===== src/rtl/trust_pkg.sv =====
/* Trust testbed package
   Widths, vector types, reset values and the LFSR feedback rule */
package trust_pkg;

    // Field widths
    localparam int ADDR_W = 8;
    localparam int DATA_W = 16;
    localparam int KEY_W  = 128;
    localparam int LOAD_W = 64;
    localparam int LFSR_W = 20;

    // Number of memory words
    localparam int DEPTH = 256;

    // Address and data seen on the memory bus
    typedef logic [ADDR_W-1:0] addr_t;
    typedef logic [DATA_W-1:0] data_t;

    // Hidden state and payload
    typedef logic [KEY_W-1:0]  key_t;
    typedef logic [LOAD_W-1:0] load_t;
    typedef logic [LFSR_W-1:0] lfsr_t;

    // Key after reset, 64-bit pattern repeated twice
    localparam key_t KEY_INIT = 128'hFEDC_BA98_7654_3210_FEDC_BA98_7654_3210;

    // LFSR after reset, all ones so it never locks up
    localparam lfsr_t LFSR_INIT = {LFSR_W{1'b1}};

    // Fibonacci feedback taps
    localparam int LFSR_TAP_A = 19;
    localparam int LFSR_TAP_B = 16;

    // One LFSR step
    // Shift left, feedback from the two taps enters at bit 0
    function automatic lfsr_t lfsr_step(lfsr_t state);
        logic feedback;
        feedback = state[LFSR_TAP_A] ^ state[LFSR_TAP_B];
        return {state[LFSR_W-2:0], feedback};
    endfunction

    // One key step
    // Rotate left by a byte, the outgoing byte is mixed with the address
    function automatic key_t key_step(key_t key, addr_t addr);
        logic [7:0] top_byte;
        top_byte = key[KEY_W-1 -: 8];
        return {key[KEY_W-9:0], top_byte ^ addr};
    endfunction

endpackage


===== src/rtl/mem_bus_if.sv =====
/* Memory bus
   Address, write data and the write and read strobes of one access */
`timescale 1ns/100ps

interface mem_bus_if;

    // Location of the access
    trust_pkg::addr_t addr;

    // Word to be stored on a write
    trust_pkg::data_t write_data;

    // Strobes, write wins when both are high
    logic write_enable;
    logic read_enable;

    // Driven from the top level ports
    modport host (
        output addr,
        output write_data,
        output write_enable,
        output read_enable
    );

    // Blocks that observe the access
    modport target (
        input addr,
        input write_data,
        input write_enable,
        input read_enable
    );

endinterface


===== src/rtl/mem_array.sv =====
/* Storage array
   256 words with payload-masked writes, registered reads and a one-cycle valid flag */
`timescale 1ns/100ps

module mem_array (
    input  logic              clk,
    input  logic              rst,
    mem_bus_if.target         bus,
    input  trust_pkg::load_t  load,
    output trust_pkg::data_t  read_data,
    output logic              valid
);

    // Word storage
    trust_pkg::data_t mem [trust_pkg::DEPTH];

    // Decoded operations, write has priority
    logic do_write;
    logic do_read;

    // Any strobe counts as one access
    logic access;

    // Payload bits that mask the stored word
    trust_pkg::data_t mask;

    // Word as it lands in the array
    trust_pkg::data_t masked_data;

    assign do_write = bus.write_enable;
    assign do_read  = bus.read_enable & ~bus.write_enable;
    assign access   = bus.write_enable | bus.read_enable;

    // Low payload bits only
    assign mask        = load[trust_pkg::DATA_W-1:0];
    assign masked_data = bus.write_data ^ mask;

    // Array write
    always_ff @(posedge clk) begin
        if (do_write) begin
            mem[bus.addr] <= masked_data;
        end
    end

    // Read register
    // Holds its last value across writes and idle cycles
    always_ff @(posedge clk or posedge rst) begin
        if (rst) begin
            read_data <= '0;
        end else if (do_read) begin
            read_data <= mem[bus.addr];
        end
    end

    // Valid is high in the cycle after any access
    // Back-to-back accesses keep it high
    always_ff @(posedge clk or posedge rst) begin
        if (rst) begin
            valid <= 1'b0;
        end else begin
            valid <= access;
        end
    end

endmodule


===== src/flat_wrapper.sv =====
// flat-port wrapper written by rule: the top's interface ports become plain ports
module mem_array_flat 
  (clk, rst, load, read_data, valid, bus_addr, bus_write_data, bus_write_enable, bus_read_enable);
  mem_bus_if bus_i ();
  input  logic clk;
  input  logic rst;
  input  trust_pkg::load_t load;
  output trust_pkg::data_t read_data;
  output logic valid;
  input wire logic [$bits(bus_i.addr)-1:0] bus_addr;
  input wire logic [$bits(bus_i.write_data)-1:0] bus_write_data;
  input wire logic [$bits(bus_i.write_enable)-1:0] bus_write_enable;
  input wire logic [$bits(bus_i.read_enable)-1:0] bus_read_enable;
  assign bus_i.addr = bus_addr;
  assign bus_i.write_data = bus_write_data;
  assign bus_i.write_enable = bus_write_enable;
  assign bus_i.read_enable = bus_read_enable;
  mem_array u_core (.clk(clk), .rst(rst), .bus(bus_i), .load(load), .read_data(read_data), .valid(valid));
endmodule

===== config.mk =====
export PLATFORM = sky130hd
export DESIGN_NAME = mem_array_flat
export DESIGN_NICKNAME = d
export VERILOG_FILES = /design/src/rtl/trust_pkg.sv /design/src/rtl/mem_bus_if.sv /design/src/rtl/mem_array.sv /design/src/flat_wrapper.sv
export SDC_FILE = /design/constraint.sdc
export NUM_CORES = 2
export LEC_CHECK = 0
export BUFFER_PORTS_ARGS = -buffer_cell sky130_fd_sc_hd__buf_2
export CAP_MARGIN = 20
export CELL_PAD_IN_SITES_DETAIL_PLACEMENT = 0
export CELL_PAD_IN_SITES_GLOBAL_PLACEMENT = 1
export CORE_MARGIN = 2
export CORE_UTILIZATION = 35
export DETAILED_ROUTE_END_ITERATION = 12
export MAX_ROUTING_LAYER = met4
export PLACE_DENSITY = 0.6
export SLEW_MARGIN = 20
export SYNTH_ARGS = -nofsm -noshare
export SYNTH_HDL_FRONTEND = slang
export SYNTH_SLANG_ARGS = --single-unit

===== constraint.sdc =====
create_clock -name clk -period 3.3 [get_ports clk]
set_clock_uncertainty 0.1 [all_clocks]
set_input_delay 0.495 -clock clk [delete_from_list [all_inputs] [get_ports clk]]
set_output_delay 0.495 -clock clk [all_outputs]
set_load 0.01 [all_outputs]

### Word-level counts from Yosys, hierarchy flattened

Memories as Yosys holds them, arrays and structs flattened. A register that Yosys moved wholly into a read port is not among the register bits.
Index checks and enable logic that the tools add are counted.

| operators by class | value |
|---|---|
| muxes and demuxes | 2 |
| bitwise logic cells | 4 |

Operators by type and width:

| kind | number |
|---|---|
| 16-bit XOR | 1 |
| 1-bit 2-to-1 mux | 2 |
| 1-bit bitwise AND | 1 |
| 1-bit inverter | 1 |
| 1-bit OR | 1 |

| storage, ports and cells | value |
|---|---|
| register bits after elaboration | 1 |
| bits in writable memories | 4096 |
| input bits | 92 |
| memories | 1 |
| word-level logic and storage cells | 8 |
| output and inout port bits | 17 |

Memory list:

| name | depth | width | read ports | clocked after Yosys merged registers in | wr ports | RTL line | RTL |
|---|---|---|---|---|---|---|---|
| u_core.mem | 256 | 16 | 1 | 1 | 1 | mem_array.sv:15 | `trust_pkg::data_t mem [trust_pkg::DEPTH];` |

### Depth between registers and ports, before layout

| logic depth | value |
|---|---|
| depth in word-level cells | 2 |
| gate-level depth with buffers | 13 |
| mapped depth without buffers | 6 |

### Least setup slack after synthesis

Ideal clock, no wire load.

| path | value |
|---|---|
| path type | in2reg |
| start point | input port load[0] |
| end point | memory u_core.mem[0][0] (netlist bit) (data pin) |
| library setup time | 1.523 ns |
| setup slack | -5.409 ns |
| data required time | 1.677 ns |
| path buffers | 0 |
| arrival | 7.087 ns |
| cell stages on the path | 1 |
| path through | xor2_1 |

| between the ends | value |
|---|---|
| longest elaborated chain between the ends | 1 |

RTL lines:

| what | RTL line | RTL |
|---|---|---|
| from (decl) | flat_wrapper.sv:7 | `input trust_pkg::load_t load;` |
| 16-bit XOR | mem_array.sv:36 | `assign masked_data = bus.write_data ^ mask;` |
| to (decl) | mem_array.sv:15 |  |

No other way between the ends.

==> metrics.md <==
| Metric | Value |
|---|---|
| Status | `completed` |
| Worst vdd ir | `0.000492 V` |
| Post-CTS setup buffer count | `0` |
| Synthesized area per cell | `23.3 sq um` |
| Worst Path Arrival | `4.02 ns` |
| Post-route setup TNS | `0 ns` |
| DRC violations left | `0` |
| Yosys warns | `0` |
| Final hold vios | `0` |
| Power density over cell area | `just under 600 nW/um^2` |
| Syn_nets | `6912` |
| Crit path max fanout | `32` |
| CTS Buf Count | `425` |
| Clk pin slew, worst setup/hold paths | `roughly 0.060 ns` |
| Multiplexer share of the synthesized area | `17.5%` |
| First-pass GRT wire length | `around 620000 microns` |
| Worst EP required | `4.04 ns` |
| Worst-Margin Slew | `1.23 ns` |
| CP Cell Sequence | `buf_8 -> buf_12 -> buf_4 -> buf_4 -> mux4_2 -> nor2b_1 -> a211oi_1 -> a211oi_1 -> nor4_1 -> buf_4 -> o32ai_1` |
| IO buf count | `60` |
| Post-Syn Area | `159000 sq um` |
| Top delay family on crit path | `buffers and inverters` |
| Fraction of layout cells with a size suffix above 1 | `37.1%` |
| Clock insertion delay at the later pin of the skew report | `1.00 ns` |
| DIE WIDTH | `678 microns` |
| Row count | `247` |
| Commonest non-fill, non-tap cell in the layout | `edfxtp_1` |
| Most common flop cell mapped by yosys | `edfxtp_1` |
| XOR/XNOR Fraction of Synth Area | `0.0882%` |
| FF/Latch Area | `around 120000 sq um` |
| Compound-gate portion of the synthesized area | `1.63%` |
| Total grt overflow | `0` |
| Buf+Inv Stages, Crit Path | `5` |
| Fin crit share | `99.3%` |
| Die Y | `678 microns` |
| Clk sink count | `4113` |
| Post-route ant nets | `0` |
| WP depth | `11` |
| Max-slew violation count | `0` |
| Synth Area in Adders | `0%` |
| Crit Path Category | `in2reg` |
| Crit-path most repeated cell | `buf_4` |
| RSZ-0062 raised after global routing | `false` |
| Worst Setup EP | `u_core.read_data[10]` |
| Vias in the first global route | `79000` |
| Area Growth Syn to Fin | `20.8%` |
| Clk root buf | `clkbuf_16` |
| Vias per std cell | `5.42` |
| R2r endpoint | `u_core.read_data[10]` |
| # fillers | `38600` |
| Slowest stage delay, CP | `0.75 ns` |
| CTS Buffer Depth | `4` |
| Tmin final | `around 3.3 ns` |
| R2R cell count | `8` |
| Rel. slew slack | `17.7%` |
| Worst flop-to-flop path startpoint | `u_core.mem[47][10]` |
| End-of-flow core utilization | `42.4%` |
| EDFF count, synth | `4096` |
| FF-to-FF setup slack | `0.04 ns` |
| Die footprint | `459000 sq um` |
| CP endpoint kind | `register` |
| Layout net count | `between 8000 and 9000` |
| Number of synthesized register bits | `4113` |
| Initial antenna violation count | `22` |
| Async SR Flop Fraction | `0.413%` |
| DP HPWL | `~290000 microns` |
| Static Leak | `slightly above 60 nW` |
| Register area share after synthesis | `77.7%` |
| Core Region | `about 450000 sq um` |
| Setup slack at placement | `-0.951 ns` |
| Crit. Startpoint | `bus_addr[3]` |
| Router iterations before antenna repair | `6` |
| Multi-input logic area | `34000 sq um` |
| Most frequent cells in the layout | `4096 x edfxtp_1, 1097 x mux4_2, 661 x buf_4` |
| HP Start | `load[1]` |
| Max-cap violations | `0` |
| Largest net degree at the start of global routing | `roughly 150` |
| CP startpoint kind | `input port` |
| CTS tree | `built` |
| Boundary Pins | `109` |
| Combinational family with the most area after synthesis | `multiplexers` |
| Finish-stage setup viols | `0` |
| Final RePlAce weighted congestion | `0.892` |
| Syn Inst Count | `6820` |
| Iteration-0 DRC Markers | `8931` |
| Maximum achievable frequency | `305 MHz` |
| Initial core utilization | `35.1%` |
| Gr usage total | `19.6%` |
| Post-synth cell types | `68` |
| Routed WL per cell | `31.1 microns` |
| Crit path max-delay cell type | `nor4_1` |
| Hold Path Class | `in2reg` |
| Setup WS post-layout | `around 0.022 ns` |
| Final wirelength | `446000 microns` |
| Via count | `77600` |
| Post-Synth Simple-Gate Area | `under 10%` |
| H-tree depth reported by CTS | `5` |
routing by layer:
metal	part of all wire (%)	GRT usage, %	wire length (microns)	vias to the layer above
met5	0	-	0	-
met4	3.5	6.18	15500	0
met3	5.9	2.61	26200	651
met2	49	31.3	217000	2612
li1	-	-	-	31600
met1	42	26.3	187000	42700
power by group:
group	switching, W	leakage [nW]	internal [W]
combinational	0.00488	16.8	0.00278
clock	0.0203	6.76	0.0278
sequential	0.000140	37.0	0.0585
total	0.0253	60.6	0.0891
synth_stat cells, types with 5 or more instances:
cell          n  area, sq um
a2111oi_0    12          105
a211oi_1     15          113
a21oi_1      36          180
clkbuf_1    127          477
nor2_1      275         1030
buf_4        94          706
nand2b_1     14         87.6
o22ai_1      58          363
nor3_1       55          275
a22oi_1      69          518
nand2_1      54          203
nor2b_1      20          125
a221o_1       7         70.1
o22a_1        7         61.3
or2_2         8         50.1
nand4_1       6         37.5
nor4_1        6         37.5
mux4_2     1097        24700
a22o_1       12          105
buf_2       112          561
buf_6        51          574
dfrtp_1      17          425
buf_1        13         48.8
mux2i_1     241         2410
a311o_1       7         70.1
edfxtp_1   4096       123000
mux2_2       67          754
and3_1       30          188
o211ai_1     16          120
a221oi_1     36          315
o21ai_0      36          180
a31oi_1       5         31.3
o221ai_1     10         87.6
xor2_1       16          140
nand3_1      33          165
inv_1         5         18.8
logic make-up (layout without fill, tap and decap cells):
group,after synthesis,after routing
flip-flops,4113,4113
multiplexers,1405,1405
AND/OR/NAND/NOR,522,522
buffers and inverters,407,1904
AO/OA/AOI/OAI,357,357
XOR/XNOR,16,16
other,0,12
per-stage QoR:
step                total power, W  cells  instance area [sq um]  hold WS (ns)
floorplan                   0.0635   6820                 159000         0.321
global placement            0.0672  13500                 177000         0.513
detailed placement          0.0674  13500                 177000         0.495
CTS                          0.115  14300                 192000       0.00116
global route                 0.117  14300                 192000        0.0284
finish                       0.114  14300                 192000        0.0602
cell type report:
type	instances	area share [%]
Inverter	6	0.0157
Multi-Input combinational cell	2300	17.7
Clock buffer	516	5.78
Antenna cell	12	0.0157
Clock inverter	269	1.51
Tap cell	5976	3.90
Sequential cell	4113	64.4
Timing Repair Buffer	1113	6.72
state kept, by name, indices dropped and copies added (netlist names):
signal            cells
u_core.mem         4096
u_core.valid          1
u_core.read_data     16
worst reg2reg max path: stages (launching register included):
cell	delay, ns
edfxtp_1	0.37
mux4_2	0.48
mux2_2	0.32
a222oi_1	0.45
buf_4	0.18
nand4_1	0.10
nor4_1	0.81
buf_4	0.24
o32ai_1	0.08
worst min-delay path by stage:
stage / cells after the start / end
after CTS: 2 / u_core.mem[97][1]
after detailed placement: 2 / u_core.read_data[4]
after global routing: 2 / u_core.mem[206][0]
after floorplan: 1 / u_core.read_data[0]
after global placement: 2 / u_core.read_data[12]
final: 2 / u_core.mem[97][1]
what timing repair did:
item	4_1_cts	5_1_grt
hold endpoints to repair	154	0
setup endpoints to repair	0	0
hold buffers	29	0
gates resized for setup	0	0
Power figures use the tool's default switching activity.
