--- config.mk ---
export PLATFORM = sky130hd
export DESIGN_NAME = key_schedule_flat
export DESIGN_NICKNAME = d
export VERILOG_FILES = /design/src/rtl/trust_pkg.sv /design/src/rtl/mem_bus_if.sv /design/src/rtl/key_schedule.sv /design/src/flat_wrapper.sv
export SDC_FILE = /design/constraint.sdc
export NUM_CORES = 1
export LEC_CHECK = 0
export BUFFER_PORTS_ARGS = -buffer_cell sky130_fd_sc_hd__buf_2
export CAP_MARGIN = 20
export CORE_MARGIN = 5
export CORE_UTILIZATION = 40
export CTS_CLUSTER_SIZE = 14
export DETAILED_ROUTE_END_ITERATION = 6
export GPL_TIMING_DRIVEN = 0
export HOLD_SLACK_MARGIN = 0.1
export PLACE_DENSITY_LB_ADDON = 0.08
export SETUP_SLACK_MARGIN = 0.2
export SLEW_MARGIN = 20
export SYNTH_ARGS = -nofsm -noshare
export SYNTH_HDL_FRONTEND = slang
export SYNTH_SLANG_ARGS = --single-unit
--- constraint.sdc ---
create_clock -name clk -period 9.18 [get_ports clk]
set_clock_uncertainty 0.2 [all_clocks]
set_input_delay 1.377 -clock clk [delete_from_list [all_inputs] [get_ports clk]]
set_output_delay 1.377 -clock clk [all_outputs]
set_load 0.01 [all_outputs]
--- src/rtl/trust_pkg.sv ---
/* Trust testbed package
   Widths, vector types, reset values and the LFSR feedback rule */
package trust_pkg;

    // Field widths
    localparam int ADDR_W = 8;
    localparam int DATA_W = 16;
    localparam int KEY_W  = 128;
    localparam int LOAD_W = 64;
    localparam int LFSR_W = 20;

    // Number of memory words
    localparam int DEPTH = 256;

    // Address and data seen on the memory bus
    typedef logic [ADDR_W-1:0] addr_t;
    typedef logic [DATA_W-1:0] data_t;

    // Hidden state and payload
    typedef logic [KEY_W-1:0]  key_t;
    typedef logic [LOAD_W-1:0] load_t;
    typedef logic [LFSR_W-1:0] lfsr_t;

    // Key after reset, 64-bit pattern repeated twice
    localparam key_t KEY_INIT = 128'hFEDC_BA98_7654_3210_FEDC_BA98_7654_3210;

    // LFSR after reset, all ones so it never locks up
    localparam lfsr_t LFSR_INIT = {LFSR_W{1'b1}};

    // Fibonacci feedback taps
    localparam int LFSR_TAP_A = 19;
    localparam int LFSR_TAP_B = 16;

    // One LFSR step
    // Shift left, feedback from the two taps enters at bit 0
    function automatic lfsr_t lfsr_step(lfsr_t state);
        logic feedback;
        feedback = state[LFSR_TAP_A] ^ state[LFSR_TAP_B];
        return {state[LFSR_W-2:0], feedback};
    endfunction

    // One key step
    // Rotate left by a byte, the outgoing byte is mixed with the address
    function automatic key_t key_step(key_t key, addr_t addr);
        logic [7:0] top_byte;
        top_byte = key[KEY_W-1 -: 8];
        return {key[KEY_W-9:0], top_byte ^ addr};
    endfunction

endpackage

--- src/rtl/mem_bus_if.sv ---
/* Memory bus
   Address, write data and the write and read strobes of one access */
`timescale 1ns/100ps

interface mem_bus_if;

    // Location of the access
    trust_pkg::addr_t addr;

    // Word to be stored on a write
    trust_pkg::data_t write_data;

    // Strobes, write wins when both are high
    logic write_enable;
    logic read_enable;

    // Driven from the top level ports
    modport host (
        output addr,
        output write_data,
        output write_enable,
        output read_enable
    );

    // Blocks that observe the access
    modport target (
        input addr,
        input write_data,
        input write_enable,
        input read_enable
    );

endinterface

--- src/rtl/key_schedule.sv ---
/* Key schedule
   128-bit key that rotates by a byte and folds in the address on every access */
`timescale 1ns/100ps

module key_schedule (
    input  logic              clk,
    input  logic              rst,
    mem_bus_if.target         bus,
    output trust_pkg::key_t   key
);

    // Any strobe counts as one access
    logic access;

    // Byte leaving the top of the key
    logic [7:0] top_byte;

    // Byte entering at the bottom
    logic [7:0] in_byte;

    // Key for the next access edge
    trust_pkg::key_t key_next;

    assign access = bus.write_enable | bus.read_enable;

    // Rotation with the address mixed into the wrapped byte
    always_comb begin
        top_byte = key[trust_pkg::KEY_W-1 -: 8];
        in_byte  = top_byte ^ bus.addr;
        key_next = {key[trust_pkg::KEY_W-9:0], in_byte};
    end

    // Key register
    // Idle cycles hold the value, so only the access sequence shapes it
    always_ff @(posedge clk or posedge rst) begin
        if (rst) begin
            key <= trust_pkg::KEY_INIT;
        end else if (access) begin
            key <= key_next;
        end
    end

endmodule

--- src/flat_wrapper.sv ---
// flat-port wrapper written by rule: the top's interface ports become plain ports
module key_schedule_flat 
  (clk, rst, key, bus_addr, bus_write_data, bus_write_enable, bus_read_enable);
  mem_bus_if bus_i ();
  input  logic clk;
  input  logic rst;
  output trust_pkg::key_t key;
  input wire logic [$bits(bus_i.addr)-1:0] bus_addr;
  input wire logic [$bits(bus_i.write_data)-1:0] bus_write_data;
  input wire logic [$bits(bus_i.write_enable)-1:0] bus_write_enable;
  input wire logic [$bits(bus_i.read_enable)-1:0] bus_read_enable;
  assign bus_i.addr = bus_addr;
  assign bus_i.write_data = bus_write_data;
  assign bus_i.write_enable = bus_write_enable;
  assign bus_i.read_enable = bus_read_enable;
  key_schedule u_core (.clk(clk), .rst(rst), .bus(bus_i), .key(key));
endmodule
* Word level (Yosys, flattened, before mapping)
Index checks and enable logic that the tools add are counted.
Storage, ports and cells: register bits 128, output and inout bits 128
Cells by class: bitwise operators 2
Operator list (number):
- $xor 8x8->8 | 1
- $or 1x1->1 | 1

* Logic depth before layout (Yosys ltp)
Gate-level depths: netlist (run 1).
depth after elaboration 1, gate-level depth with buffers 5, gate-level depth less buffers 2

* Worst setup path before layout (run 1)
Ideal clock, no wire load.
path kind input to register, start point input port bus_write_enable, end point register u_core.key[101], required time 8.855 ns, data arrival time 2.327 ns, setup time 0.125 ns, path slack 6.529 ns, cell stages on the path 5, cell sequence buf_2 nor2_2 buf_4 buf_6 mux2_2
Between the ends: longest elaborated chain between the ends 1
RTL lines:
- start, declared | line flat_wrapper.sv:10 | input wire logic [$bits(bus_i.write_enable)-1:0] bus_write_enable;
- $or 1x1->1 | line key_schedule.sv:24 | assign access = bus.write_enable | bus.read_enable;
- end signal, assigned | line key_schedule.sv:37 | key <= trust_pkg::KEY_INIT;
- end signal, assigned | line key_schedule.sv:39 | key <= key_next;
- end, declared | line key_schedule.sv:9 | output trust_pkg::key_t key
Every way passes these cells. A chain may end at the register's enable or synchronous reset.

* Worst setup path after layout (run 1)
start point register u_core.key[4], end point output port key[4]
RTL lines:
- end, declared | line flat_wrapper.sv:7 | output trust_pkg::key_t key;
No word-level cell between the ends.

==> Implementation_results.wiki, run 1 <==
{| class="wikitable"
! Metric !! Value
|-
| Crit Path Max Fanout || 3
|-
| Number of antenna diodes || 0
|-
| Worst voltage drop across the vdd grid || 0.0001611 V
|-
| Per-cell routed wire length || 17.39 um
|-
| Total clock buffers created by CTS || 17
|-
| Hpwl dp || 8.003 mm
|-
| Worst endpoint data arrival time || 1.11 ns
|-
| Flop pwr share || 0.453
|-
| Worst Max-Slew Pin Slew || 0.4123 ns
|-
| Post-Syn Nets || 319
|-
| Die Outline Area || 0.01481 mm^2
|-
| # H-tree levels || 4
|-
| Maximum capacitance violations || 0
|-
| Clk pin slew, worst setup/hold paths || 0.05 ns
|-
| Switching share of total power || 0.3154
|-
| Vias in the first global route || 3083
|-
| Bufs on Longest Clock Path || 2
|-
| Overall power || 2.643 mW
|-
| Synthesized area per cell || 17.15 um^2
|-
| Worst Path Buf+Inv || 1
|-
| Final core utilization || 0.5352
|-
| Final antenna-violating net count || 0
|-
| Switching power || roughly 0.83 mW
|-
| Post-placement worst setup slack || 6.321 ns
|-
| Growth of design area from synthesis to finish || 29.88%
|-
| Vias || 2907
|-
| Data required time at the worst endpoint || 7.60 ns
|-
| Crit path capture type || output pin
|-
| Drt first-iter violations || 96
|-
| Core region area || 0.01211 mm^2
|-
| Path type of the worst min-delay path || reg2reg
|-
| Final Max Tran Viols || 0
|-
| Post-CTS setup buffer count || 0
|-
| Nets || 476
|-
| Top-Level Pins || 156
|-
| Wire length of the first global-routing pass || 17.58 mm
|-
| Worst-skew pair later-pin latency || about 0.41 ns
|-
| Ratio of cells with drive above 1 in the final layout || 0.7939
|-
| Detailed-route DRC error count || 0
|-
| Root buffer selected by CTS || sky130_fd_sc_hd__clkbuf_16
|-
| Internal power consumption || 1.809 mW
|-
| Number of resized instances in the post-cts repair step || 0
|-
| Maximum operating frequency || between 0.3 and 0.4 GHz
|-
| Post-route cell area || 0.006482 mm^2
|-
| Total placed instance area || 0.005922 mm^2
|-
| Post-CTS Hold Fix Bufs || 0
|-
| Synthesized cell area || around 0.0050 mm^2
|-
| Vias per cell || 4.622
|-
| Clock network power share || 0.241
|-
| Post-synthesis sequential element count || 128
|-
| Slew Limit Headroom || 0.7252
|-
| Distinct cell type count of the synthesized netlist || 13
|-
| Combinational Power Share || 0.306
|-
| Final wirelength || ~11 mm
|-
| Placement Rows || 40
|-
| Setup CP Type || reg2out
|-
| GP Congestion || 0.7750
|-
| Biggest regs || u_core.key x128
|-
| Setup violation total in the final timing report || 0
|-
| CTS sink cnt || approximately 130
|-
| Final WS setup || 6.493 ns
|-
| Detailed-router iteration count before antenna repair || 4
|-
| Register containing the most flip-flops in the final layout || u_core.key
|-
| Pin count of the biggest net entering global routing || ~70
|-
| Die height || 121.7 um
|-
| Global-route usage over all layers || 0.1572
|-
| Final critical delay including setup and external delays || between 2 and 3 ns
|-
| Leak pwr || 2.835 nW
|-
| Slowest Stage Delay on Critical Path || 0.56 ns
|-
| Instance count of the mapped netlist || 291
|-
| Final Hold Vio Count || 0
|-
| Largest register FFs || 128
|-
| Count of yosys warnings during synthesis || 0
|-
| TritonCTS clock tree || built
|-
| Horizontal die dimension || between 100 and 150 um
|-
| Result of the run || finished, final reports clean
|-
| Critical-path top delay cell || sky130_fd_sc_hd__dfstp_2
|-
| Antenna violations before repair || 0
|-
| Total of buffers placed on input and output ports || 137
|-
| Sequential area share after synthesis || 0.6578
|-
| Critical Path Source Type || flip-flop
|-
| Unrepaired setup endpoints after global routing || no
|-
| Power per Cell Area || 407.7 mW/mm^2
|-
| Series of cell instances along the critical path || buf_2
|-
| Starting density of the core || 0.4121
|-
| Top cell family by delay on the critical path || flip-flops
|-
| Total negative slack || 0 ns
|-
| Fraction of the cycle the final worst path needs || 0.2927
|-
| Leftover overflow at the end of global routing || 0
|}
power groups by stage:
stage          Combinational (mW)  Sequential (mW)  Clock [mW]
6_report                    0.810             1.20       0.636
5_1_grt                     0.881             1.25       0.681
4_1_cts                     0.830             1.21       0.655
3_5_place_dp                0.827             1.21           0
3_3_place_gp                0.814             1.20           0
2_1_floorplan               0.320             1.29           0
cell families after synthesis:
logic type             synth area share
flip-flops                       0.6578
multiplexers                     0.2798
buffers and inverters           0.02983
AND/OR/NAND/NOR                 0.01053
AO/OA/AOI/OAI                  0.008022
XOR/XNOR                        0.01404
final cells by class:
| class | instances | area (um^2) |
|---|---|---|
| multi-input combinational | 146 | 1559 |
| clock inverter | 7 | 85.08 |
| buffer | 16 | 145.1 |
| sequential | 128 | 3283 |
| timing repair buffer | 138 | 713.2 |
| fill | 1108 | 5629 |
| inverter | 1 | 11.26 |
| tap | 168 | 210.2 |
| clock buffer | 25 | 475.5 |
layout by cell type, fill, tap and decap left out, types with 8 or more instances in the layout:
cell / n
sky130_fd_sc_hd__a21oi_1: 8
sky130_fd_sc_hd__buf_2: 142
sky130_fd_sc_hd__buf_6: 10
sky130_fd_sc_hd__clkbuf_16: 17
sky130_fd_sc_hd__dfrtp_1: 64
sky130_fd_sc_hd__dfstp_2: 64
sky130_fd_sc_hd__mux2_2: 108
sky130_fd_sc_hd__mux2_4: 12
sky130_fd_sc_hd__nor3_1: 8
sky130_fd_sc_hd__xnor2_1: 8
synth_stat cells:
library cell | number | share of area
sky130_fd_sc_hd__nor3_1 | 8 | 0.0080
sky130_fd_sc_hd__mux2_2 | 108 | 0.24
sky130_fd_sc_hd__buf_2 | 5 | 0.0050
sky130_fd_sc_hd__inv_1 | 1 | 0.00075
sky130_fd_sc_hd__or2_1 | 1 | 0.0013
sky130_fd_sc_hd__mux2_4 | 12 | 0.036
sky130_fd_sc_hd__dfrtp_1 | 64 | 0.32
sky130_fd_sc_hd__a21oi_1 | 8 | 0.0080
sky130_fd_sc_hd__buf_4 | 1 | 0.0015
sky130_fd_sc_hd__dfstp_2 | 64 | 0.34
sky130_fd_sc_hd__xnor2_1 | 8 | 0.014
sky130_fd_sc_hd__buf_6 | 10 | 0.023
sky130_fd_sc_hd__nor2_2 | 1 | 0.0013
path summary, 6_finish.rpt:
| kind | start | end | slack (ns) | cells past startpoint |
|---|---|---|---|---|
| setup / recovery | u_core.key[4]$_DFFE_PP1P_ | key[4] | 6.49 | 1 |
| max in group asynchronous | rst | u_core.key[54]$_DFFE_PP1P_ | 7.27 | 3 |
| hold / removal | u_core.key[70]$_DFFE_PP0P_ | u_core.key[70]$_DFFE_PP0P_ | 0.32 | 1 |
| hold reg to reg | u_core.key[70]$_DFFE_PP0P_ | u_core.key[70]$_DFFE_PP0P_ | 0.32 | 1 |
| min in group asynchronous | rst | u_core.key[117]$_DFFE_PP0P_ | 0.79 | 2 |
| setup reg to reg | u_core.key[122]$_DFFE_PP1P_ | u_core.key[2]$_DFFE_PP0P_ | 8.07 | 2 |
routing by layer:
| metal | wire length, um | GRT usage |
|---|---|---|
| met3 | 817 | 0.06082 |
| met5 | 0 | 0 |
| met2 | 5189 | 0.2359 |
| met4 | 232 | 0.06863 |
| met1 | 4701 | 0.2026 |
through the flow:
stage               hold WS (ns)  std cells
CTS                       0.3246        629
floorplan                 0.3505        291
global placement          0.3072        596
global route              0.3454        629
finish                    0.3185        629
detailed placement        0.3126        597
(Power assumes the default switching activity.)
==> run 2, diff against run 1 <==
==> constraint.sdc (replaced) <==
create_clock -name clk -period 2.6 [get_ports clk]
set_clock_uncertainty 0.2 [all_clocks]
set_input_delay 0.39 -clock clk [delete_from_list [all_inputs] [get_ports clk]]
set_output_delay 0.39 -clock clk [all_outputs]
set_load 0.01 [all_outputs]
==> Implementation_results.wiki, run 2 (synthesis results as in run 1) <==
{| class="wikitable"
! Metric !! Value
|-
| Result of the run || finished, final reports clean (unchanged)
|-
| Root buffer selected by CTS || sky130_fd_sc_hd__clkbuf_16 (unchanged)
|-
| Final WS setup || 0.4734 ns (was 6.493 ns)
|-
| Total negative slack || 0 ns (unchanged)
|-
| Top-Level Pins || 156 (unchanged)
|-
| Data required time at the worst endpoint || 2.75 ns (was 7.60 ns)
|-
| Worst-skew pair later-pin latency || 0.41 ns (about the same)
|-
| Smallest hold slack || 0.1101 ns (was 0.3185 ns)
|-
| Final core utilization || 0.5508 (was 0.5352)
|-
| Clock network power share || 0.242 (was 0.241)
|-
| Post-CTS setup buffer count || 0 (unchanged)
|-
| Final antenna-violating net count || 0 (unchanged)
|-
| Critical Path Source Type || input port (was flip-flop)
|-
| WHS Endpoint || u_core.key[0]$_DFFE_PP0P_ (was u_core.key[70]$_DFFE_PP0P_)
|-
| Horizontal die dimension || 121.7 um (unchanged)
|-
| Total of buffers placed on input and output ports || 137 (unchanged)
|-
| Worst reg-to-reg setup slack || 0.95 ns (was 8.07 ns)
|-
| Drt first-iter violations || 169 (was 96)
|-
| Unrepaired setup endpoints after global routing || no (unchanged)
|-
| Hpwl dp || 8.305 mm (was 8.003 mm)
|-
| Leak pwr || 2.916 nW (was 2.835 nW)
|-
| Worst r2r dst || u_core.key[1]$_DFFE_PP0P_ (was u_core.key[2]$_DFFE_PP0P_)
|-
| Die height || 121.7 um (unchanged)
|-
| Switching power || 2.974 mW (was 0.8337 mW)
|-
| Cell count after placement || 600 (was 597)
|-
| Worst Reg-to-Reg Cells || 3 (was 2)
|-
| Number of antenna diodes || 0 (unchanged)
|-
| Placement Rows || 40 (unchanged)
|-
| Final Hold Vio Count || 0 (unchanged)
|-
| Starting density of the core || 0.4121 (unchanged)
|-
| GP Congestion || 0.7506 (was 0.7750)
|-
| Flop pwr share || 0.449 (was 0.453)
|-
| TritonCTS clock tree || built (unchanged)
|-
| Final wirelength || 11.20 mm (was 10.94 mm)
|-
| Detailed-router iteration count before antenna repair || 4 (unchanged)
|-
| Biggest regs || u_core.key x128 (unchanged)
|-
| Setup violation total in the final timing report || 0 (unchanged)
|-
| Internal power consumption || 6.466 mW (was 1.809 mW)
|-
| Slew Limit Headroom || 0.7606 (was 0.7252)
|-
| Cell Count, Final, Fillers Out || 643 (was 629)
|-
| FF+latch area || 0.003283 mm^2 (unchanged)
|-
| Fraction of the cycle the final worst path needs || 0.8179
|-
| Setup CP Type || in2reg (was reg2out)
|-
| Growth of design area from synthesis to finish || 33.67% (was 29.88%)
|-
| Final critical delay including setup and external delays || 2.127 ns
|-
| Most common cell after layout, fill and taps aside || sky130_fd_sc_hd__buf_2 (unchanged)
|-
| Per-cell routed wire length || 17.42 um (was 17.39 um)
|-
| Pin count of the biggest net entering global routing || 34 (was 71)
|-
| Clk pin slew, worst setup/hold paths || 0.06 ns (was 0.05 ns)
|-
| Maximum capacitance violations || 0 (unchanged)
|-
| # H-tree levels || 4 (unchanged)
|-
| Largest register FFs || 128 (unchanged)
|-
| Total clock buffers created by CTS || 17 (unchanged)
|-
| Commonest non-fill, non-tap cells in the layout || 142 x sky130_fd_sc_hd__buf_2, 108 x sky130_fd_sc_hd__mux2_2, 64 x sky130_fd_sc_hd__dfrtp_1, 64 x sky130_fd_sc_hd__dfstp_2, 17 x sky130_fd_sc_hd__clkbuf_16 (unchanged)
|-
| Min-delay src || bus_addr[0] (was u_core.key[70]$_DFFE_PP0P_)
|-
| Cell count of the worst hold path || 3 (was 1)
|-
| Crit Path Max Fanout || 10 (was 3)
|-
| CTS sink cnt || 128 (unchanged)
|-
| Bufs on Longest Clock Path || 2 (unchanged)
|-
| Critical register-to-register path startpoint || u_core.key[121]$_DFFE_PP1P_ (was u_core.key[122]$_DFFE_PP1P_)
|-
| Number of resized instances in the post-cts repair step || 0 (unchanged)
|-
| Worst Max-Slew Pin Slew || 0.3583 ns (was 0.4123 ns)
|-
| Vias in the first global route || 3196 (was 3083)
|-
| Combined area of the multi-input logic cells || 0.001559 mm^2 (unchanged)
|-
| Core region area || 0.01211 mm^2 (unchanged)
|-
| Register containing the most flip-flops in the final layout || u_core.key (unchanged)
|-
| Leftover overflow at the end of global routing || 0 (unchanged)
|-
| Ratio of cells with drive above 1 in the final layout || 0.7832 (was 0.7939)
|-
| Global-route usage over all layers || 0.1605 (was 0.1572)
|-
| Switching share of total power || 0.3150 (was 0.3154)
|-
| Nets || 490 (was 476)
|-
| Worst endpoint data arrival time || 2.28 ns (was 1.11 ns)
|-
| Final Max Tran Viols || 0 (unchanged)
|-
| Vias || 3029 (was 2907)
|-
| Antenna violations before repair || 0 (unchanged)
|-
| Die Outline Area || 0.01481 mm^2 (unchanged)
|-
| Crit path capture type || flip-flop (was output pin)
|-
| Path type of the worst min-delay path || in2reg (was reg2reg)
|-
| Post-placement worst setup slack || 0.7240 ns (was 6.321 ns)
|-
| Power per Cell Area || 1415 mW/mm^2 (was 407.7 mW/mm^2)
|-
| Wire length of the first global-routing pass || 17.96 mm (was 17.58 mm)
|-
| Worst voltage drop across the vdd grid || 0.0006551 V (was 0.0001611 V)
|-
| Combinational Power Share || 0.309 (was 0.306)
|-
| Detailed-route DRC error count || 0 (unchanged)
|-
| Maximum operating frequency || roughly 0.47 GHz
|-
| Vias per cell || 4.711 (was 4.622)
|-
| Fill cell count || 1090 (was 1108)
|}
## run 2: changes by cell type in the layout (fill, tap and decap cells not counted), moves of 3 or more
cell,change
sky130_fd_sc_hd__dlygate4sd3_1,+11
sky130_fd_sc_hd__clkbuf_1,-3
sky130_fd_sc_hd__buf_12,+3
sky130_fd_sc_hd__clkbuf_8,+5
## run 2: what timing repair did
action	in CTS	in global routing
endpoints found under the setup margin	0	0
hold endpoints to repair	46	0
hold buffers	11	0
## run 2: metal layers
metal	GRT usage	up-vias	wire length, um	share of wire
met5	0	-	0	0
met4	0.07143	0	197	0.018
met3	0.05896	19	811	0.072
met2	0.2449	96	5376	0.48
met1	0.2051	1543	4817	0.43
li1	-	1371	-	-
## run 2: power by group through the flow
stage	logic [mW]	clock network, mW	registers (mW)
2_1_floorplan	1.13	0	4.54
3_3_place_gp	2.86	0	4.26
3_5_place_dp	2.92	0	4.29
4_1_cts	2.98	2.34	4.27
5_1_grt	3.17	2.43	4.43
6_report	2.92	2.28	4.24
## run 2: area by class of cell
class                      instances  area share
timing repair buffer             152      0.1324
sequential                       128      0.4921
clock inverter                     5    0.007502
multi-input combinational        146      0.2337
inverter                           1    0.001125
clock buffer                      27     0.07989
tap                              168     0.03151
buffer                            16     0.02176
## run 2: critical path: stages
cell	delay, ns
sky130_fd_sc_hd__dlygate4sd3_1	0.55
sky130_fd_sc_hd__buf_6	0.15
sky130_fd_sc_hd__or2_1	0.23
sky130_fd_sc_hd__buf_6	0.14
sky130_fd_sc_hd__buf_6	0.14
sky130_fd_sc_hd__a21oi_1	0.12
sky130_fd_sc_hd__dlygate4sd3_1	0.56
## run 2: worst max-delay path by stage
stage	startpoint	end	slack (ns)	cells after the start
4_1_cts	bus_read_enable	u_core.key[1]$_DFFE_PP0P_	0.51	7
5_1_grt	bus_read_enable	u_core.key[1]$_DFFE_PP0P_	0.42	7
6_report	bus_read_enable	u_core.key[4]$_DFFE_PP1P_	0.47	7
3_3_place_gp	rst	u_core.key[97]$_DFFE_PP0P_	-0.34	2
3_5_place_dp	bus_write_enable	u_core.key[101]$_DFFE_PP0P_	0.72	5
2_1_floorplan	rst	u_core.key[0]$_DFFE_PP0P_	0.48	1
## run 2: per-stage QoR
step	total power, mW	instance area (um^2)
3_5_place_dp	7.218	5978
3_3_place_gp	7.124	5891
4_1_cts	9.601	6671
2_1_floorplan	5.671	4995
5_1_grt	10.02	6671
6_report	9.441	6671
==> run 3, diff against run 2 <==
==> constraint.sdc (replaced) <==
create_clock -name clk -period 1.7 [get_ports clk]
set_clock_uncertainty 0.2 [all_clocks]
set_input_delay 0.255 -clock clk [delete_from_list [all_inputs] [get_ports clk]]
set_output_delay 0.255 -clock clk [all_outputs]
set_load 0.01 [all_outputs]
==> Implementation_results.wiki, run 3 (synthesis results as in run 1) <==
{| class="wikitable"
! Metric !! Value
|-
| Post-placement worst setup slack || 0.1032 ns (was 0.7240 ns)
|-
| Global-route usage over all layers || 0.1793 (was 0.1605)
|-
| Register containing the most flip-flops in the final layout || u_core.key (unchanged)
|-
| FF+latch area || 0.003283 mm^2 (unchanged)
|-
| Path type of the worst min-delay path || in2async (was in2reg)
|-
| Setup violation total in the final timing report || 0 (unchanged)
|-
| CTS sink cnt || 128 (unchanged)
|-
| Vias in the first global route || 3544 (was 3196)
|-
| Fraction of the cycle the final worst path needs || 0.9110
|-
| Most common cell after layout, fill and taps aside || sky130_fd_sc_hd__mux2_2 (was sky130_fd_sc_hd__buf_2)
|-
| Pin count of the biggest net entering global routing || 33 (was 34)
|-
| Detailed-router iteration count before antenna repair || 4 (unchanged)
|-
| Bufs on Longest Clock Path || 2 (unchanged)
|-
| Worst Path Buf+Inv || 1 (was 5)
|-
| Antenna violations before repair || 0 (unchanged)
|-
| Wire length of the first global-routing pass || 19.78 mm (was 17.96 mm)
|-
| Largest register FFs || 128 (unchanged)
|-
| Slowest Stage Delay on Critical Path || 0.57 ns (was 0.56 ns)
|-
| Worst Reg-to-Reg Cells || 3 (unchanged)
|-
| Leak pwr || 3.312 nW (was 2.916 nW)
|-
| Commonest non-fill, non-tap cells in the layout || 108 x sky130_fd_sc_hd__mux2_2, 77 x sky130_fd_sc_hd__buf_2, 74 x sky130_fd_sc_hd__buf_6 (was 142 x sky130_fd_sc_hd__buf_2, 108 x sky130_fd_sc_hd__mux2_2, 64 x sky130_fd_sc_hd__dfrtp_1, 64 x sky130_fd_sc_hd__dfstp_2, 17 x sky130_fd_sc_hd__clkbuf_16)
|-
| Maximum capacitance violations || 0 (unchanged)
|-
| Final WS setup || 0.1513 ns (was 0.4734 ns)
|-
| Result of the run || finished with violations (was finished, final reports clean)
|-
| TritonCTS clock tree || built (unchanged)
|-
| Smallest hold slack || -0.3569 ns (was 0.1101 ns)
|-
| Per-cell routed wire length || 17.77 um (was 17.42 um)
|-
| Starting density of the core || 0.4121 (unchanged)
|-
| Vias per cell || 4.657 (was 4.711)
|-
| Horizontal die dimension || 121.7 um (unchanged)
|-
| Unrepaired setup endpoints after global routing || yes (was no)
|-
| Nets || 544 (was 490)
|-
| Final antenna-violating net count || 0 (unchanged)
|-
| Final wirelength || 12.39 mm (was 11.20 mm)
|-
| Fill cell count || 990 (was 1090)
|-
| Crit path capture type || output pin (was flip-flop)
|-
| Critical Path Source Type || flip-flop (was input port)
|-
| Worst Max-Slew Pin Slew || 0.4137 ns (was 0.3583 ns)
|-
| Die height || 121.7 um (unchanged)
|-
| Critical-path top delay cell || sky130_fd_sc_hd__dfstp_2 (was sky130_fd_sc_hd__dlygate4sd3_1)
|-
| Power per Cell Area || 2211 mW/mm^2 (was 1415 mW/mm^2)
|-
| Ratio of cells with drive above 1 in the final layout || 0.8034 (was 0.7832)
|-
| GP Congestion || 0.7458 (was 0.7506)
|-
| Final Hold Vio Count || 29 (was 0)
|-
| Combined area of the multi-input logic cells || 0.001564 mm^2 (was 0.001559 mm^2)
|-
| Core region area || 0.01211 mm^2 (unchanged)
|-
| Final critical delay including setup and external delays || 1.549 ns
|-
| Root buffer selected by CTS || sky130_fd_sc_hd__clkbuf_16 (unchanged)
|-
| Worst voltage drop across the vdd grid || 0.001051 V (was 0.0006551 V)
|-
| Worst endpoint data arrival time || 1.09 ns (was 2.28 ns)
|-
| Final Max Tran Viols || 0 (unchanged)
|-
| Die Outline Area || 0.01481 mm^2 (unchanged)
|-
| Top-Level Pins || 156 (unchanged)
|-
| Slew Limit Headroom || 0.7236 (was 0.7606)
|-
| Total of buffers placed on input and output ports || 137 (unchanged)
|-
| Cell count after placement || 600 (unchanged)
|-
| Met2 Usage GRT || 0.2829 (was 0.2449)
|-
| Data required time at the worst endpoint || 1.24 ns (was 2.75 ns)
|-
| Drt first-iter violations || 119 (was 169)
|-
| Placement Rows || 40 (unchanged)
|-
| Setup CP Type || reg2out (was in2reg)
|-
| Detailed-route DRC error count || 0 (unchanged)
|-
| Total clock buffers created by CTS || 17 (unchanged)
|-
| Violations in the final reports || hold timing
|-
| Leftover overflow at the end of global routing || 0 (unchanged)
|-
| Series of cell instances along the critical path || buf_6 (was dlygate4sd3_1 > buf_6 > or2_1 > buf_6 > buf_6 > a21oi_1 > dlygate4sd3_1)
|-
| Clk pin slew, worst setup/hold paths || 0.05 ns (was 0.06 ns)
|-
| Top cell family by delay on the critical path || flip-flops (was buffers and inverters)
|-
| Number of antenna diodes || 0 (unchanged)
|-
| Fraction of met3 tracks used by global routing || 0.06082 (was 0.05896)
|-
| Count of cell instances traversed by the critical path || 1 (was 7)
|-
| Post-CTS Hold Fix Bufs || 10 (was 11)
|-
| Hpwl dp || 8.390 mm (was 8.305 mm)
|-
| Global-route layer with the greatest usage || met2 (unchanged)
|-
| Biggest regs || u_core.key x128 (unchanged)
|-
| Maximum operating frequency || 0.6457 GHz
|-
| Crit Path Max Fanout || 3 (was 10)
|-
| Worst-skew pair later-pin latency || 0.41 ns (about the same)
|-
| Vias || 3246 (was 3029)
|-
| Cell Count, Final, Fillers Out || 697 (was 643)
|-
| Met1 usage || 0.2218 (was 0.2051)
|-
| Growth of design area from synthesis to finish || 49.66% (was 33.67%)
|-
| # H-tree levels || 4 (unchanged)
|}
## run 3: repair_timing
item / 4_1_cts / 5_1_grt
pin swaps: 0 / 0
endpoints found under the setup margin: 64 / 64
setup buffers: 55 / 0
gates resized for setup: 70 / 0
hold endpoints to repair: 37 / 29
## run 3: final cells by class
class / count / share of cell area
Multi-Input combinational cell: 146 / 0.2094
Clock inverter: 7 / 0.01139
Buffer: 16 / 0.02077
Sequential cell: 128 / 0.4395
Timing Repair Buffer: 206 / 0.2248
Clock buffer: 25 / 0.06499
Tap cell: 168 / 0.02814
Inverter: 1 / 0.001005
## run 3: routing by layer
metal	up-vias	routed length [um]
met4	0	374
met1	1625	5279
met2	105	6019
met5	-	0
met3	27	716
li1	1489	-
## run 3: path summary, 6_finish.rpt
check	from	end	slack, ns
hold reg to reg	u_core.key[69]$_DFFE_PP0P_	u_core.key[77]$_DFFE_PP1P_	0.32
setup reg to reg	u_core.key[122]$_DFFE_PP1P_	u_core.key[2]$_DFFE_PP0P_	0.48
hold / removal	rst	u_core.key[27]$_DFFE_PP0P_	-0.36
max in group asynchronous	rst	u_core.key[94]$_DFFE_PP1P_	0.68
min in group clk	bus_read_enable	u_core.key[57]$_DFFE_PP1P_	0.16
setup / recovery	u_core.key[25]$_DFFE_PP1P_	key[25]	0.15
## run 3: power breakdown
part	internal [mW]	switching, mW	leakage, nW	total, mW
registers	5.18	1.33	1.40	6.51
clock network	2.26	1.24	0.285	3.50
logic	4.05	2.46	1.63	6.50
total	11.5	5.02	3.31	16.5
## run 3: per-stage QoR
stage                     utilization  TNS, ns  hold slack (ns)  power, mW  area [um^2]
final                          0.6167        0          -0.3569      16.51         7470
after global routing           0.6167        0          -0.3533      17.46         7470
after CTS                      0.6167        0          -0.3636      16.70         7470
after detailed placement       0.4942        0          0.08099      11.05         5986
after global placement         0.4876  -108.64           0.3053      10.90         5906
after floorplan                     -   -18.18           0.2137      8.678         5010
